==> src/source/csr_addr_pkg.sv <==
`default_nettype none

package csr_addr_pkg;

  typedef logic [11:0] csr_addr_t;

  // Machine information, read only
  localparam csr_addr_t ADDR_MVENDORID     = 12'hF11;
  localparam csr_addr_t ADDR_MARCHID       = 12'hF12;
  localparam csr_addr_t ADDR_MIMPID        = 12'hF13;
  localparam csr_addr_t ADDR_MHARTID       = 12'hF14;

  // Machine trap setup
  localparam csr_addr_t ADDR_MSTATUS       = 12'h300;
  localparam csr_addr_t ADDR_MISA          = 12'h301;
  localparam csr_addr_t ADDR_MEDELEG       = 12'h302;
  localparam csr_addr_t ADDR_MIDELEG       = 12'h303;
  localparam csr_addr_t ADDR_MIE           = 12'h304;
  localparam csr_addr_t ADDR_MTVEC         = 12'h305;
  localparam csr_addr_t ADDR_MCOUNTINHIBIT = 12'h320;

  // Machine trap handling
  localparam csr_addr_t ADDR_MSCRATCH      = 12'h340;
  localparam csr_addr_t ADDR_MEPC          = 12'h341;
  localparam csr_addr_t ADDR_MCAUSE        = 12'h342;
  localparam csr_addr_t ADDR_MTVAL         = 12'h343;
  localparam csr_addr_t ADDR_MIP           = 12'h344;

  // Machine counters, low and high halves
  localparam csr_addr_t ADDR_MCYCLE        = 12'hB00;
  localparam csr_addr_t ADDR_MINSTRET      = 12'hB02;
  localparam csr_addr_t ADDR_MCYCLEH       = 12'hB80;
  localparam csr_addr_t ADDR_MINSTRETH     = 12'hB82;

  // Supervisor
  localparam csr_addr_t ADDR_SSTATUS       = 12'h100;
  localparam csr_addr_t ADDR_SIE           = 12'h104;
  localparam csr_addr_t ADDR_STVEC         = 12'h105;
  localparam csr_addr_t ADDR_SSCRATCH      = 12'h140;
  localparam csr_addr_t ADDR_SEPC          = 12'h141;
  localparam csr_addr_t ADDR_SCAUSE        = 12'h142;
  localparam csr_addr_t ADDR_STVAL         = 12'h143;
  localparam csr_addr_t ADDR_SIP           = 12'h144;
  localparam csr_addr_t ADDR_SATP          = 12'h180;

  localparam logic [31:0] MVENDORID_VAL = 32'h0004_4198;
  localparam logic [31:0] MARCHID_VAL   = 32'h0000_0001;
  localparam logic [31:0] MIMPID_VAL    = 32'h0000_0002;
  localparam logic [31:0] MHARTID_VAL   = 32'h0000_0000;
  localparam logic [31:0] MISA_VAL      = 32'h4000_1101;  // RV32IMA

endpackage

`default_nettype wire

==> src/source/csr_types_pkg.sv <==
`default_nettype none

package csr_types_pkg;

  typedef logic [31:0] csr_word_t;
  typedef logic [63:0] counter_t;
  typedef logic [1:0]  priv_t;

  localparam priv_t     PRIV_MACHINE  = 2'b11;
  localparam csr_word_t MSTATUS_RESET = 32'h0000_1800;  // MPP = machine

  // Writable bits, everything else holds
  localparam csr_word_t MSTATUS_WMASK       = 32'h807F_F9EA;
  localparam csr_word_t SSTATUS_WMASK       = 32'h800D_E122;
  localparam csr_word_t MIE_WMASK           = 32'h0000_0AAA;
  localparam csr_word_t SIE_WMASK           = 32'h0000_0222;
  localparam csr_word_t MIP_WMASK           = 32'h0000_0002;  // SSIP only
  localparam csr_word_t SIP_WMASK           = 32'h0000_0002;
  localparam csr_word_t MCOUNTINHIBIT_WMASK = 32'h0000_0005;  // CY and IR

  // mstatus field positions
  localparam int MSTATUS_MPP_LSB = 11;
  localparam int MSTATUS_TSR     = 22;
  localparam int MSTATUS_TW      = 21;
  localparam int MSTATUS_TVM     = 20;
  localparam int MSTATUS_MXR     = 19;
  localparam int MSTATUS_SUM     = 18;

  typedef enum logic [1:0] {
    SRC_NONE,
    SRC_CORE,
    SRC_CLINT
  } wr_src_t;

  typedef struct packed {
    logic                   en;
    csr_addr_pkg::csr_addr_t addr;
    csr_word_t              data;
  } csr_wr_req_t;

  typedef struct packed {
    csr_word_t mstatus;
    csr_word_t mtvec;
    csr_word_t mepc;
    csr_word_t mcause;
    csr_word_t mtval;
    csr_word_t mie;
    csr_word_t mip;
    csr_word_t medeleg;
    csr_word_t mideleg;
    csr_word_t mscratch;
  } trap_csrs_t;

  typedef struct packed {
    csr_word_t sstatus;
    csr_word_t sie;
    csr_word_t sip;
    csr_word_t stvec;
    csr_word_t sepc;
    csr_word_t scause;
    csr_word_t stval;
    csr_word_t sscratch;
    csr_word_t satp;
  } super_csrs_t;

  typedef struct packed {
    counter_t  mcycle;
    counter_t  minstret;
    csr_word_t mcountinhibit;
  } counter_csrs_t;

  typedef struct packed {
    logic mxr;
    logic sum;
    logic tvm;
    logic tw;
    logic tsr;
  } mmu_ctrl_t;

  // New bits under the mask, old bits elsewhere
  function automatic csr_word_t merge_masked(csr_word_t old_val, csr_word_t new_val,
                                             csr_word_t mask);
    return (old_val & ~mask) | (new_val & mask);
  endfunction

endpackage

`default_nettype wire

==> src/source/csr_counters.sv <==
`timescale 1ns/1ps
`default_nettype none

module csr_counters (
  input  logic                          clk,
  input  logic                          rst,
  input  csr_types_pkg::csr_wr_req_t    wr,
  input  logic                          retire,
  output csr_types_pkg::counter_csrs_t  counters
);
  import csr_types_pkg::*;
  import csr_addr_pkg::*;

  logic wr_cycle_lo, wr_cycle_hi;
  logic wr_instret_lo, wr_instret_hi;
  logic wr_inhibit;

  assign wr_cycle_lo   = wr.en && (wr.addr == ADDR_MCYCLE);
  assign wr_cycle_hi   = wr.en && (wr.addr == ADDR_MCYCLEH);
  assign wr_instret_lo = wr.en && (wr.addr == ADDR_MINSTRET);
  assign wr_instret_hi = wr.en && (wr.addr == ADDR_MINSTRETH);
  assign wr_inhibit    = wr.en && (wr.addr == ADDR_MCOUNTINHIBIT);

  always_ff @(posedge clk) begin
    if (rst) begin
      counters <= '0;  // Inhibit clear, both counters run from reset
    end else begin
      // A write wins over the increment on the same edge
      if (wr_cycle_lo) begin
        counters.mcycle[31:0] <= wr.data;
      end else if (wr_cycle_hi) begin
        counters.mcycle[63:32] <= wr.data;
      end else if (!counters.mcountinhibit[0]) begin
        counters.mcycle <= counters.mcycle + 64'd1;
      end

      if (wr_instret_lo) begin
        counters.minstret[31:0] <= wr.data;
      end else if (wr_instret_hi) begin
        counters.minstret[63:32] <= wr.data;
      end else if (retire && !counters.mcountinhibit[2]) begin
        counters.minstret <= counters.minstret + 64'd1;
      end

      if (wr_inhibit) begin
        counters.mcountinhibit <= merge_masked(counters.mcountinhibit, wr.data,
                                               MCOUNTINHIBIT_WMASK);
      end
    end
  end

endmodule

`default_nettype wire

==> src/source/csr_file.sv <==
`timescale 1ns/1ps
`default_nettype none

module csr_file (
  input  logic                        clk,
  input  logic                        rst,
  input  csr_types_pkg::csr_wr_req_t  core_wr,
  input  csr_types_pkg::csr_wr_req_t  clint_wr,
  input  logic                        retire,
  input  csr_addr_pkg::csr_addr_t     rd_addr,
  output csr_types_pkg::csr_word_t    rd_data,
  output logic                        rd_error,
  output csr_types_pkg::trap_csrs_t   trap_csrs,
  output csr_types_pkg::super_csrs_t  super_csrs,
  output csr_types_pkg::priv_t        privilege,
  output csr_types_pkg::mmu_ctrl_t    mmu_ctrl
);
  import csr_types_pkg::*;

  csr_wr_req_t   wr;        // Granted write, shared by all groups
  counter_csrs_t counters;

  csr_write_arbiter u_arbiter (
    .core_wr  (core_wr),
    .clint_wr (clint_wr),
    .wr       (wr)
  );

  csr_trap_regs u_trap (
    .clk       (clk),
    .rst       (rst),
    .wr        (wr),
    .trap_csrs (trap_csrs),
    .privilege (privilege),
    .mmu_ctrl  (mmu_ctrl)
  );

  csr_super_regs u_super (
    .clk        (clk),
    .rst        (rst),
    .wr         (wr),
    .super_csrs (super_csrs)
  );

  csr_counters u_counters (
    .clk      (clk),
    .rst      (rst),
    .wr       (wr),
    .retire   (retire),
    .counters (counters)
  );

  // Same-cycle read of the registered state
  csr_read_mux u_read_mux (
    .rd_addr    (rd_addr),
    .trap_csrs  (trap_csrs),
    .super_csrs (super_csrs),
    .counters   (counters),
    .rd_data    (rd_data),
    .rd_error   (rd_error)
  );

endmodule

`default_nettype wire

==> src/source/csr_read_mux.sv <==
`timescale 1ns/1ps
`default_nettype none

module csr_read_mux (
  input  csr_addr_pkg::csr_addr_t        rd_addr,
  input  csr_types_pkg::trap_csrs_t      trap_csrs,
  input  csr_types_pkg::super_csrs_t     super_csrs,
  input  csr_types_pkg::counter_csrs_t   counters,
  output csr_types_pkg::csr_word_t       rd_data,
  output logic                           rd_error
);
  import csr_types_pkg::*;
  import csr_addr_pkg::*;

  always_comb begin
    rd_data  = '0;
    rd_error = 1'b0;
    case (rd_addr)
      // Identification, constants only
      ADDR_MVENDORID:     rd_data = MVENDORID_VAL;
      ADDR_MARCHID:       rd_data = MARCHID_VAL;
      ADDR_MIMPID:        rd_data = MIMPID_VAL;
      ADDR_MHARTID:       rd_data = MHARTID_VAL;
      ADDR_MISA:          rd_data = MISA_VAL;

      ADDR_MSTATUS:       rd_data = trap_csrs.mstatus;
      ADDR_MEDELEG:       rd_data = trap_csrs.medeleg;
      ADDR_MIDELEG:       rd_data = trap_csrs.mideleg;
      ADDR_MIE:           rd_data = trap_csrs.mie;
      ADDR_MTVEC:         rd_data = trap_csrs.mtvec;
      ADDR_MSCRATCH:      rd_data = trap_csrs.mscratch;
      ADDR_MEPC:          rd_data = trap_csrs.mepc;
      ADDR_MCAUSE:        rd_data = trap_csrs.mcause;
      ADDR_MTVAL:         rd_data = trap_csrs.mtval;
      ADDR_MIP:           rd_data = trap_csrs.mip;

      // Counter halves
      ADDR_MCYCLE:        rd_data = counters.mcycle[31:0];
      ADDR_MCYCLEH:       rd_data = counters.mcycle[63:32];
      ADDR_MINSTRET:      rd_data = counters.minstret[31:0];
      ADDR_MINSTRETH:     rd_data = counters.minstret[63:32];
      ADDR_MCOUNTINHIBIT: rd_data = counters.mcountinhibit;

      ADDR_SSTATUS:       rd_data = super_csrs.sstatus;
      ADDR_SIE:           rd_data = super_csrs.sie;
      ADDR_SIP:           rd_data = super_csrs.sip;
      ADDR_STVEC:         rd_data = super_csrs.stvec;
      ADDR_SEPC:          rd_data = super_csrs.sepc;
      ADDR_SCAUSE:        rd_data = super_csrs.scause;
      ADDR_STVAL:         rd_data = super_csrs.stval;
      ADDR_SSCRATCH:      rd_data = super_csrs.sscratch;
      ADDR_SATP:          rd_data = super_csrs.satp;

      default: begin
        // Unimplemented, data stays zero
        rd_error = 1'b1;
      end
    endcase
  end

endmodule

`default_nettype wire

==> src/source/csr_super_regs.sv <==
`timescale 1ns/1ps
`default_nettype none

module csr_super_regs (
  input  logic                        clk,
  input  logic                        rst,
  input  csr_types_pkg::csr_wr_req_t  wr,
  output csr_types_pkg::super_csrs_t  super_csrs
);
  import csr_types_pkg::*;
  import csr_addr_pkg::*;

  csr_word_t sstatus_next;
  csr_word_t sie_next;
  csr_word_t sip_next;

  // sstatus is its own register here, not a view of mstatus
  assign sstatus_next = merge_masked(super_csrs.sstatus, wr.data, SSTATUS_WMASK);
  assign sie_next     = merge_masked(super_csrs.sie, wr.data, SIE_WMASK);
  assign sip_next     = merge_masked(super_csrs.sip, wr.data, SIP_WMASK);

  always_ff @(posedge clk) begin
    if (rst) begin
      super_csrs <= '0;
    end else if (wr.en) begin
      case (wr.addr)
        ADDR_SSTATUS:  super_csrs.sstatus  <= sstatus_next;
        ADDR_SIE:      super_csrs.sie      <= sie_next;
        ADDR_SIP:      super_csrs.sip      <= sip_next;
        ADDR_STVEC:    super_csrs.stvec    <= wr.data;
        ADDR_SEPC:     super_csrs.sepc     <= wr.data;
        ADDR_SCAUSE:   super_csrs.scause   <= wr.data;
        ADDR_STVAL:    super_csrs.stval    <= wr.data;
        ADDR_SSCRATCH: super_csrs.sscratch <= wr.data;
        ADDR_SATP:     super_csrs.satp     <= wr.data;  // Sv32 MODE, ASID, PPN all writable
        default: ;
      endcase
    end
  end

endmodule

`default_nettype wire

==> src/source/csr_trap_regs.sv <==
`timescale 1ns/1ps
`default_nettype none

module csr_trap_regs (
  input  logic                        clk,
  input  logic                        rst,
  input  csr_types_pkg::csr_wr_req_t  wr,
  output csr_types_pkg::trap_csrs_t   trap_csrs,
  output csr_types_pkg::priv_t        privilege,
  output csr_types_pkg::mmu_ctrl_t    mmu_ctrl
);
  import csr_types_pkg::*;
  import csr_addr_pkg::*;

  csr_word_t mstatus_next;
  csr_word_t mie_next;
  csr_word_t mip_next;

  assign mstatus_next = merge_masked(trap_csrs.mstatus, wr.data, MSTATUS_WMASK);
  assign mie_next     = merge_masked(trap_csrs.mie, wr.data, MIE_WMASK);
  assign mip_next     = merge_masked(trap_csrs.mip, wr.data, MIP_WMASK);

  always_ff @(posedge clk) begin
    if (rst) begin
      trap_csrs         <= '0;
      trap_csrs.mstatus <= MSTATUS_RESET;
      privilege         <= PRIV_MACHINE;
    end else if (wr.en) begin
      case (wr.addr)
        ADDR_MSTATUS: begin
          trap_csrs.mstatus <= mstatus_next;
          // Privilege tracks MPP on every mstatus write
          privilege <= mstatus_next[MSTATUS_MPP_LSB +: 2];
        end
        ADDR_MIE:      trap_csrs.mie      <= mie_next;
        ADDR_MIP:      trap_csrs.mip      <= mip_next;  // Only SSIP is software writable
        ADDR_MEDELEG:  trap_csrs.medeleg  <= wr.data;
        ADDR_MIDELEG:  trap_csrs.mideleg  <= wr.data;
        ADDR_MTVEC:    trap_csrs.mtvec    <= wr.data;
        ADDR_MSCRATCH: trap_csrs.mscratch <= wr.data;
        ADDR_MEPC:     trap_csrs.mepc     <= wr.data;
        ADDR_MCAUSE:   trap_csrs.mcause   <= wr.data;
        ADDR_MTVAL:    trap_csrs.mtval    <= wr.data;
        default: ;  // Not a machine trap register
      endcase
    end
  end

  // MMU controls straight from mstatus
  assign mmu_ctrl.mxr = trap_csrs.mstatus[MSTATUS_MXR];
  assign mmu_ctrl.sum = trap_csrs.mstatus[MSTATUS_SUM];
  assign mmu_ctrl.tvm = trap_csrs.mstatus[MSTATUS_TVM];
  assign mmu_ctrl.tw  = trap_csrs.mstatus[MSTATUS_TW];
  assign mmu_ctrl.tsr = trap_csrs.mstatus[MSTATUS_TSR];

endmodule

`default_nettype wire

==> src/source/csr_write_arbiter.sv <==
`timescale 1ns/1ps
`default_nettype none

module csr_write_arbiter (
  input  csr_types_pkg::csr_wr_req_t core_wr,
  input  csr_types_pkg::csr_wr_req_t clint_wr,
  output csr_types_pkg::csr_wr_req_t wr
);
  import csr_types_pkg::*;
  import csr_addr_pkg::*;

  wr_src_t src;
  logic    clint_allowed;

  // CLINT wins any collision
  always_comb begin
    if (clint_wr.en) begin
      src = SRC_CLINT;
    end else if (core_wr.en) begin
      src = SRC_CORE;
    end else begin
      src = SRC_NONE;
    end
  end

  // Registers the CLINT touches on trap entry and return
  always_comb begin
    case (clint_wr.addr)
      ADDR_MSTATUS, ADDR_MTVEC, ADDR_MSCRATCH, ADDR_MEPC, ADDR_MCAUSE,
      ADDR_MTVAL, ADDR_MIP, ADDR_SSTATUS, ADDR_STVEC, ADDR_SSCRATCH,
      ADDR_SEPC, ADDR_SCAUSE, ADDR_STVAL, ADDR_SIP, ADDR_SATP: begin
        clint_allowed = 1'b1;
      end
      default: clint_allowed = 1'b0;
    endcase
  end

  always_comb begin
    case (src)
      SRC_CLINT: begin
        wr    = clint_wr;
        wr.en = clint_allowed;  // Denied request still blocks the core
      end
      SRC_CORE: wr = core_wr;
      default:  wr = '0;
    endcase
  end

endmodule

`default_nettype wire

==> config.mk <==
export PLATFORM = sky130hd
export DESIGN_NAME = csr_file
export DESIGN_NICKNAME = d
export VERILOG_FILES = /design/src/source/csr_addr_pkg.sv /design/src/source/csr_types_pkg.sv /design/src/source/csr_counters.sv /design/src/source/csr_file.sv /design/src/source/csr_read_mux.sv /design/src/source/csr_super_regs.sv /design/src/source/csr_trap_regs.sv /design/src/source/csr_write_arbiter.sv
export SDC_FILE = /design/constraint.sdc
export NUM_CORES = 1
export LEC_CHECK = 0
export BUFFER_PORTS_ARGS = -buffer_cell sky130_fd_sc_hd__buf_2
export CORE_AREA = 2 2 291 293
export DETAILED_ROUTE_END_ITERATION = 16
export DIE_AREA = 0 0 293 295
export HOLD_SLACK_MARGIN = 0.06
export SLEW_MARGIN = 20
export SYNTH_ARGS = -nofsm -noshare
export SYNTH_HDL_FRONTEND = slang
export SYNTH_SLANG_ARGS = --single-unit
==> constraint.sdc <==
create_clock -name clk -period 2.7 [get_ports clk]
set_clock_uncertainty 0.15 [all_clocks]
set_input_delay 0.135 -clock clk [delete_from_list [all_inputs] [get_ports clk]]
set_output_delay 0.135 -clock clk [all_outputs]
set_load 0.1 [all_outputs]
# After elaboration in Yosys (flattened, before gate mapping)
# Index checks and enable logic that the tools add are counted.
# classes
n_addsub,2
n_eq_ne,74
muxes,14
bitwise_logic,9
reduce_logical,34
# ops
op,n
32-bit one-hot mux with 28 select lines,1
"12-bit by 10-bit == test with 1-bit output, second input constant",30
"12-bit by 9-bit == test with 1-bit output, second input constant",26
32-bit two-way mux,6
"12-bit == test, second input constant",12
"64-bit by 1-bit adder with 64-bit output, second input constant",2
64-bit two-way mux,2
45-bit one-hot mux with 2 select lines,1
31-bit by 32-bit OR with 32-bit output,2
32-bit by 2-bit OR with 32-bit output,2
2-bit AND reduction,23
32-bit by 10-bit OR with 32-bit output,1
32-bit by 12-bit OR with 32-bit output,1
32-bit by 3-bit OR with 32-bit output,1
29-bit OR reduction,1
15-bit OR reduction,1
1-bit logical AND,6
"2-bit by 1-bit inequality test with 1-bit output, second input constant",2
"2-bit inequality test, second input constant",2
2-bit nonzero test,2
1-bit two-way mux,3
"2-bit by 1-bit == test with 1-bit output, second input constant",1
"2-bit == test, second input constant",1
2-bit two-way mux,1
other kinds (2),3
# totals
ff_bits,770
output_inout_bits,648
elab_cells,158

# Depth between registers and ports, before layout
# Gate-level depths: netlist of the first run.
# depth
depth_word,8
ltp_mapped,11
mapped_depth_nobuf,8

# Modules after synthesis
# From an unflattened synthesis of the first run, not the netlist that was laid out.
# unflattened
cells_unflattened,3879
area_unflattened_um2,35161.2
# modules_own_cells
module,instances,cells_each,area_each_um2,seq_area_each_um2
csr_trap_regs,1,962,10532.6,5004.8
csr_super_regs,1,801,8734.6,4124.0
csr_counters,1,1020,7871.3,2602.5
csr_read_mux,1,1029,7458.4,0.0
csr_write_arbiter,1,67,564.3,0.0

# Least setup slack after synthesis of the first run
# OpenSTA, ideal clock, no wires.
# synth_path
path_kind,input -> output
startpoint,input rd_addr[0]
endpoint,output rd_error
arrival_time_ps,3499
required_ps,2415
setup_slack_ps,-1084
stages,9
n_path_buf,3
path_cell_list,clkbuf_1 > nor2_1 > nand2_1 > nor2_1 > clkbuf_1 > buf_1 > nor4_1 > nand2_1 > nor3_1
# synth_via
elab_chain_len,3
elab_cells_between_ends,31
cone_classes,29 x eq/ne; 1 x mux; 1 x reduce/logical
# synth_rtl
element,line,source
from (decl),csr_file.sv:10,"input csr_addr_pkg::csr_addr_t rd_addr,"
"12-bit == test, or another cell as far along",csr_read_mux.sv:18,case (rd_addr)
29-bit OR reduction (no line) *,-,
1-bit two-way mux *,csr_read_mux.sv:18,
to (decl),csr_file.sv:12,"output logic rd_error,"
# Every way passes the cells marked *; elsewhere a longest branch is shown, timed or not.

# Worst setup path in the final report of the first run
# layout_path
startpoint,"register, netlist name u_super.super_csrs[129]"
endpoint,output rd_data[1]
# layout_via
elab_chain_len,1
# layout_rtl
element,line,source
32-bit one-hot mux with 28 select lines,csr_read_mux.sv:18,
to (decl),csr_file.sv:11,"output csr_types_pkg::csr_word_t rd_data,"
# Every way passes these cells.

==> metrics, run 1 <==
status=finished, violations left; violated checks=setup timing; CTS tree=done; hold violation count in the final report=0; clock root buffer=clkbuf_16; CTS clk-pin slew, worst paths=~0.060 ns; WL met1=~60 mm; Final nets=4473; R2R setup slack=-0.03 ns; crit path capture type=output pin; WS Path Type=reg2out; mux contribution to synthesized area=0.6276%; EDFF count, synth=0; port bufs=600; area of the multi-input gates=15530 um2; Die ar.=between 80000 and 90000 um2; core area=83160 um2; switching part of the total power=28.87%; initial antenna violation count=9; Hold Startpoint=clint_wr[5]; Req. time, crit path=2.41 ns; Compound-Gate Fraction of Synth Area=28.12%; Max IR drop VDD=0.0005381 V; drt via density=6.058; H-Tree Depth=2; Clock Power Share=44.9%; r2r endpoint=u_counters.counters[93]; Syn Area/Cell=8.377 um2; Pwr per Cell Area=498.4 nW/um2; row count=106; worst slack, placed=-0.2109 ns; drt first-iter violations=4598; xor/xnor share of the synthesized area=1.952%; met2 wire length=68.30 mm; Clk Latency, worst-skew pair=about 0.67 ns; number of global-route vias before repair=30060; share of async-settable or async-resettable flops after synthesis=0%; final core occ=48.21%; Leak=roughly 16 nW; total power=19.98 mW; CP cell instances=a22oi_2 > o22ai_2 > a221oi_2 > nand4_1 > a2111o_1 > buf_12; Hold Path Class=in2reg; largest net degree at the start of global routing=92; Max Cap Viol=0; Slew Viols, Final=0; critical path's largest stage delay=0.48 ns; post-synthesis cell area=between 20000 and 30000 um2; cell taking the most area after synthesis=dfxtp_1; Reg-to-Reg Start=u_counters.counters[44]; Synth Area in Adders=less than 1%; Pint=around 14 mW; register bit total from synthesis=586; Slew HR=around 46%; Combinational Power Share=11.8%; fmax=approximately 0.35 GHz; post-synthesis cell count=3427; Seq/Total Area, Yosys=40.86%; setup TNS=-0.5137 ns; clock period minus worst slack=2.896 ns; first-pass GRT wire length=219.1 mm; WL final=158.3 mm; final setup fails=9; Simple-Gate Fraction of Synth Area=19.38%; period utilisation layout=107.3%; cell count of the worst hold path=4; part of the power in registers=a little over two fifths; worst-margin pin slew=0.8058 ns; Top Ports=753; Psw=between 5 and 6 mW; DP HPWL=117.9 mm; DR top layer=met5; GPL Wtd Cong=about 1.0; ranking of synthesized cells by area=dfxtp_1, a211oi_1, nor2_1, buf_4, a221oi_1; Netlist cell types=between 70 and 80; clock tree sinks=586; DR DRC count=0; crit path max fanout=3; RSZ-0062 raised after global routing=true; cts bufs inserted=between 60 and 70; Die Y=295 um; Startpoint Class=flip-flop; Register Area=11780 um2; largest family of logic cells by synthesized area=compound AO/OA/AOI/OAI gates; First-pass DRT Iterations=6; Routed met3 length=19.43 mm; commonest cells in the netlist=dfxtp_1, nor2_1, a211oi_1; antenna-violating nets left=0; remaining global-route overflow=0; Via Count=33330; Longest Clk Path Bufs=3; top cell type's share of synthesized area=approximately two fifths; Final Non-Filler Cells=5502; WP data arrival=2.61 ns; filler cell count=roughly 8000; slowest CP cell=a2111o_1; Worst Hold End=u_counters.counters[133]; DIE WIDTH=293 um; dominant cell by count in the synthesized netlist=dfxtp_1; Main synth FF type=dfxtp_1; layout cells sized above 1=a little under a third; Syn. warnings=0; WL per Instance=28.77 um; area grow syn2layout=39.63%; setup ws final=-0.1958 ns; All-Layer GR Usage=34.56%; Initial Util=34.52%; Placed Cells=roughly 5300; Reg2Reg Depth=8
layer usage:
layer  up-vias  GRT usage [%]
met5         -              0
met4        10          19.69
met3       482          9.036
met2      2430          52.53
met1     15920          44.37
li1      14490              -
critical path, delay by kind of cell (launching register included):
kind	cells	cell delay [ns]
flip-flops	1	0.35
AO/OA/AOI/OAI	4	1.05
buffers and inverters	1	0.20
AND/OR/NAND/NOR	1	0.36
registers in the layout, indices dropped and copies added, names as in the netlist:
name,cells
u_trap.trap_csrs,244
u_super.super_csrs,206
u_counters.counters,130
u_trap.mmu_ctrl,5
u_trap.privilege,1
power groups by stage:
stage                     clock (mW)  sequential (mW)  combinational, mW
after detailed placement           0             8.86               2.16
after global routing            9.32             8.65               2.40
final                           8.96             8.65               2.36
after CTS                       8.97             8.66               2.29
after floorplan                    0             8.88               1.58
after global placement             0             8.85               2.16
area by class of cell:
cell class | instances | area share (%)
diodes | 5 | 0.03121
clock buffers | 88 | 4.435
clock inverters | 26 | 0.8240
inverters | 15 | 0.1405
multi-input cells | 2501 | 38.74
flip-flops and latches | 586 | 29.39
well taps | 1080 | 3.371
repair buffers | 1201 | 23.08
cells by family (layout without fill, tap and decap cells):
group / count (synthesis) / in the layout
AO/OA/AOI/OAI: 1100 / 1100
XOR/XNOR: 64 / 64
adder cells (fa/ha/maj): 2 / 2
buffers and inverters: 491 / 1330
flip-flops: 586 / 586
multiplexers: 18 / 18
other: 1 / 157
AND/OR/NAND/NOR: 1165 / 1165
worst max path at each step:
stage | to | slack, ns | cells after the start | from
after floorplan | rd_data[22] | 0.01 | 8 | rd_addr[4]
after global placement | rd_data[21] | -0.28 | 11 | rd_addr[9]
after detailed placement | u_trap.trap_csrs[47] | -0.21 | 12 | clint_wr[42]
after CTS | rd_data[0] | -0.13 | 8 | u_counters.counters[32]
after global routing | rd_data[1] | -0.17 | 6 | u_super.super_csrs[129]
final | rd_data[1] | -0.20 | 6 | u_super.super_csrs[129]
per-stage QoR:
step,cell area (um2),hold WS [ns]
2_1_floorplan,29380,0.2989
3_3_place_gp,36210,0.3025
3_5_place_dp,36210,0.3112
4_1_cts,39580,0.07862
5_1_grt,40080,0.1112
6_report,40090,0.1180
cells in the final DEF, fill, tap and decap left out, types with 12 or more instances in the layout:
cell	Yosys	routed
and3_1	37	32
inv_1	15	15
a222oi_1	29	29
clkbuf_8	0	15
a221oi_2	0	15
xnor2_1	26	26
nand3_1	104	96
nand4_1	90	90
o21ai_0	90	87
a22oi_1	129	126
clkbuf_1	235	12
a22o_1	99	98
nor2b_1	16	13
dlygate4sd3_1	0	101
a21oi_1	139	139
nor2_1	521	502
a211oi_1	415	415
nor4_1	24	23
dfxtp_1	586	563
or3_1	14	12
buf_12	0	103
o211ai_1	12	12
buf_6	2	19
dfxtp_2	0	15
nor3_1	43	36
xor2_1	38	38
a31oi_1	17	16
nor2_4	3	16
buf_2	58	564
buf_4	170	411
conb_1	1	152
nand2_1	206	203
a221oi_1	113	96
and4_1	18	16
clkbuf_16	0	62
mux2i_1	18	18
repair_timing:
item                       CTS  global route
hold buffers               101             0
cloned                       0             1
pin swaps                   22            51
setup endpoints to repair   25            52
gates resized for setup     52            77
hold endpoints to repair   534             0
setup buffers                6            27
Power figures use the tool's default switching activity.
==> run 2, diff against run 1 <==
PLACE_DENSITY_LB_ADDON = 0.08   (was default)
clock period = 2.5 ns   (was 2.7 ns; I/O delays follow)
==> run 2 against run 1 <==
  * The run still ends with setup timing left
  * Sequential share of layout area down 2.1 points
  * Critical path depth is 2 higher
  * Register-to-register slack lost 0.20 ns
  * Sequential power up 8.1%
  * Hold slack worse by 0.027 ns
  * Worst setup slack got worse by 0.056 ns
  * Clock power increased by 17%
  * Flip-flop and latch count is the same
  * Via count down 0.65%
  * Non-clock buffer count is 179 higher
  * Count of clock-buffer cells in the layout rose by 12
  * Highest routed layer unchanged
==> metrics, run 2 (synthesis gave the netlist of run 1 again) <==
Top Ports=753 (unchanged); setup TNS=-3.770 ns (-3.256 ns); Finished Cell Area=43420 um2 (+8.3%); most frequent cells in the layout=buf_2, dfxtp_1, nor2_1; Placed Area=37700 um2 (+4.1%); slowest CP cell=dfxtp_2; worst-margin pin slew=0.8212 ns (+0.01540 ns); GR Layer Usage met3=6.728% (-2.3 points); Req. time, crit path=2.23 ns (-0.18 ns); period utilisation layout=110.1%; WS Path Type=reg2out; Regs by FF count=u_trap.trap_csrs: 244 flops, u_super.super_csrs: 206 flops, u_counters.counters: 130 flops; DP HPWL=120.1 mm (+1.8%); remaining global-route overflow=0 (unchanged); Slew HR=45.25% (-0.27 points); Max IR drop VDD=0.0005021 V (-6.7%); number of global-route vias before repair=30380 (+1.1%); Final nets=4660 (+4.2%); WP data arrival=2.48 ns (-0.13 ns); Clk Latency, worst-skew pair=0.62 ns (-0.05 ns); Slew Viols, Final=0 (unchanged); Largest register FFs=244 (unchanged); met2 Use GR=56.10% (+3.6 points); Startpoint Class=flip-flop; Longest Clk Path Bufs=3 (unchanged); DR DRC count=0 (unchanged); GPL Wtd Cong=0.9758 (-5.3%); violated checks=setup timing; All-Layer GR Usage=35.56% (+1.0 points); Initial Util=34.52% (unchanged); core area=83160 um2 (unchanged); cts bufs inserted=69 (+13%); Pwr per Cell Area=520.3 nW/um2 (+4.4%); Die Y=295 um (unchanged); Die ar.=86440 um2 (unchanged); largest net degree at the start of global routing=117 (+27%); port bufs=600 (unchanged); row count=106 (unchanged); clock tree sinks=586 (unchanged); M1 GR Usage=46.54% (+2.2 points); crit path max fanout=2 (-1); WL final=161.6 mm (+2.1%); fmax=between 0.3 and 0.4 GHz; final setup fails=43 (+34); DIE WIDTH=293 um (unchanged); commonest non-fill, non-tap cell in the layout=buf_2; hold violation count in the final report=0 (unchanged); setup ws final=-0.2514 ns (-0.05562 ns); CTS clk-pin slew, worst paths=0.07 ns (about the same); first-pass GRT wire length=224.8 mm (+2.6%); area grow syn2layout=51.26%; WL per Instance=28.42 um (-1.2%); CTS tree=done; layout cells sized above 1=36.50% (+6.0 points); drt first-iter violations=3637 (-21%); clock root buffer=clkbuf_16; total power=22.59 mW (+13%); Leak=17.45 nW (+10%); H-Tree Depth=3 (+1); First-pass DRT Iterations=6 (unchanged); status=finished, violations left; antenna-violating nets left=0 (unchanged); clock period minus worst slack=2.751 ns; Hold Path Class=in2reg; Via Count=33110 (-0.65%); CP cell instances=buf_6 > a221o_1 > a221oi_2 > buf_4 > and4_1 > buf_6 > nand4_1 > buf_12; crit path capture type=output pin; RSZ-0062 raised after global routing=true; Max Cap Viol=0 (unchanged); initial antenna violation count=4 (-5); GR peak layer=met2; Top reg by flops=u_trap.trap_csrs; critical path's largest stage delay=0.32 ns (-0.16 ns); most used cell, CP=buf_6; worst slack, placed=-0.3383 ns (-0.1274 ns); drt via density=5.822 (-3.9%)
==> run 2: stage by stage <==
| stage | hold WS (ns) | std cells | util [%] |
|---|---|---|---|
| 2_1_floorplan | 0.2889 | 3578 | - |
| 5_1_grt | 0.1262 | 5687 | 52.22 |
| 3_3_place_gp | 0.3068 | 5381 | 45.33 |
| 6_report | 0.09148 | 5688 | 52.22 |
| 4_1_cts | 0.06771 | 5661 | 51.11 |
| 3_5_place_dp | 0.3084 | 5381 | 45.33 |
==> run 2: final timing paths <==
| kind | startpoint | end | slack (ns) | cells past startpoint |
|---|---|---|---|---|
| max | u_counters.counters[32] | rd_data[0] | -0.25 | 8 |
| min | core_wr[36] | u_counters.counters[2] | 0.09 | 6 |
| max reg2reg | u_counters.counters[32] | u_counters.counters[95] | -0.23 | 11 |
| min reg2reg | u_trap.trap_csrs[245] | u_trap.trap_csrs[245] | 0.34 | 2 |
==> run 2: critical path, delay by kind of cell, from the launching register on <==
kind | cells | cell delay [ns]
buf+inv | 4 | 0.63
compound gates | 2 | 0.54
simple gates | 2 | 0.36
flops | 1 | 0.32
==> run 2: power breakdown <==
part	leakage (nW)	switching, mW	internal [mW]
combinational	11.6	2.05	0.656
sequential	4.75	0.0105	9.34
clock	1.14	4.45	6.10
total	17.5	6.51	16.1
==> run 2: what timing repair did <==
| action | 4_1_cts | 5_1_grt |
|---|---|---|
| endpoints found under the setup margin | 52 | 99 |
| pin swaps | 83 | 96 |
| endpoints found under the hold margin | 541 | 0 |
| hold buffers | 100 | 0 |
| resized for setup | 232 | 166 |
| setup buffers | 58 | 38 |
| gates cloned | 7 | 2 |
==> run 2: cell type report <==
cell class | count | area (um2)
antenna | 2 | 5.005
clock buffer | 100 | 2024
clock inverter | 24 | 299.0
fill | 7943 | 39730
inverter | 15 | 56.30
multi-input combinational | 2501 | 16350
sequential | 586 | 11840
tap | 1080 | 1351
timing repair buffer | 1380 | 11500
==> run 2: routing by layer <==
layer | share of wire [%] | vias up
met5 | 0.027 | -
li1 | - | 14880
met3 | 8.2 | 355
met2 | 45 | 1835
met4 | 5.7 | 6
met1 | 41 | 16040
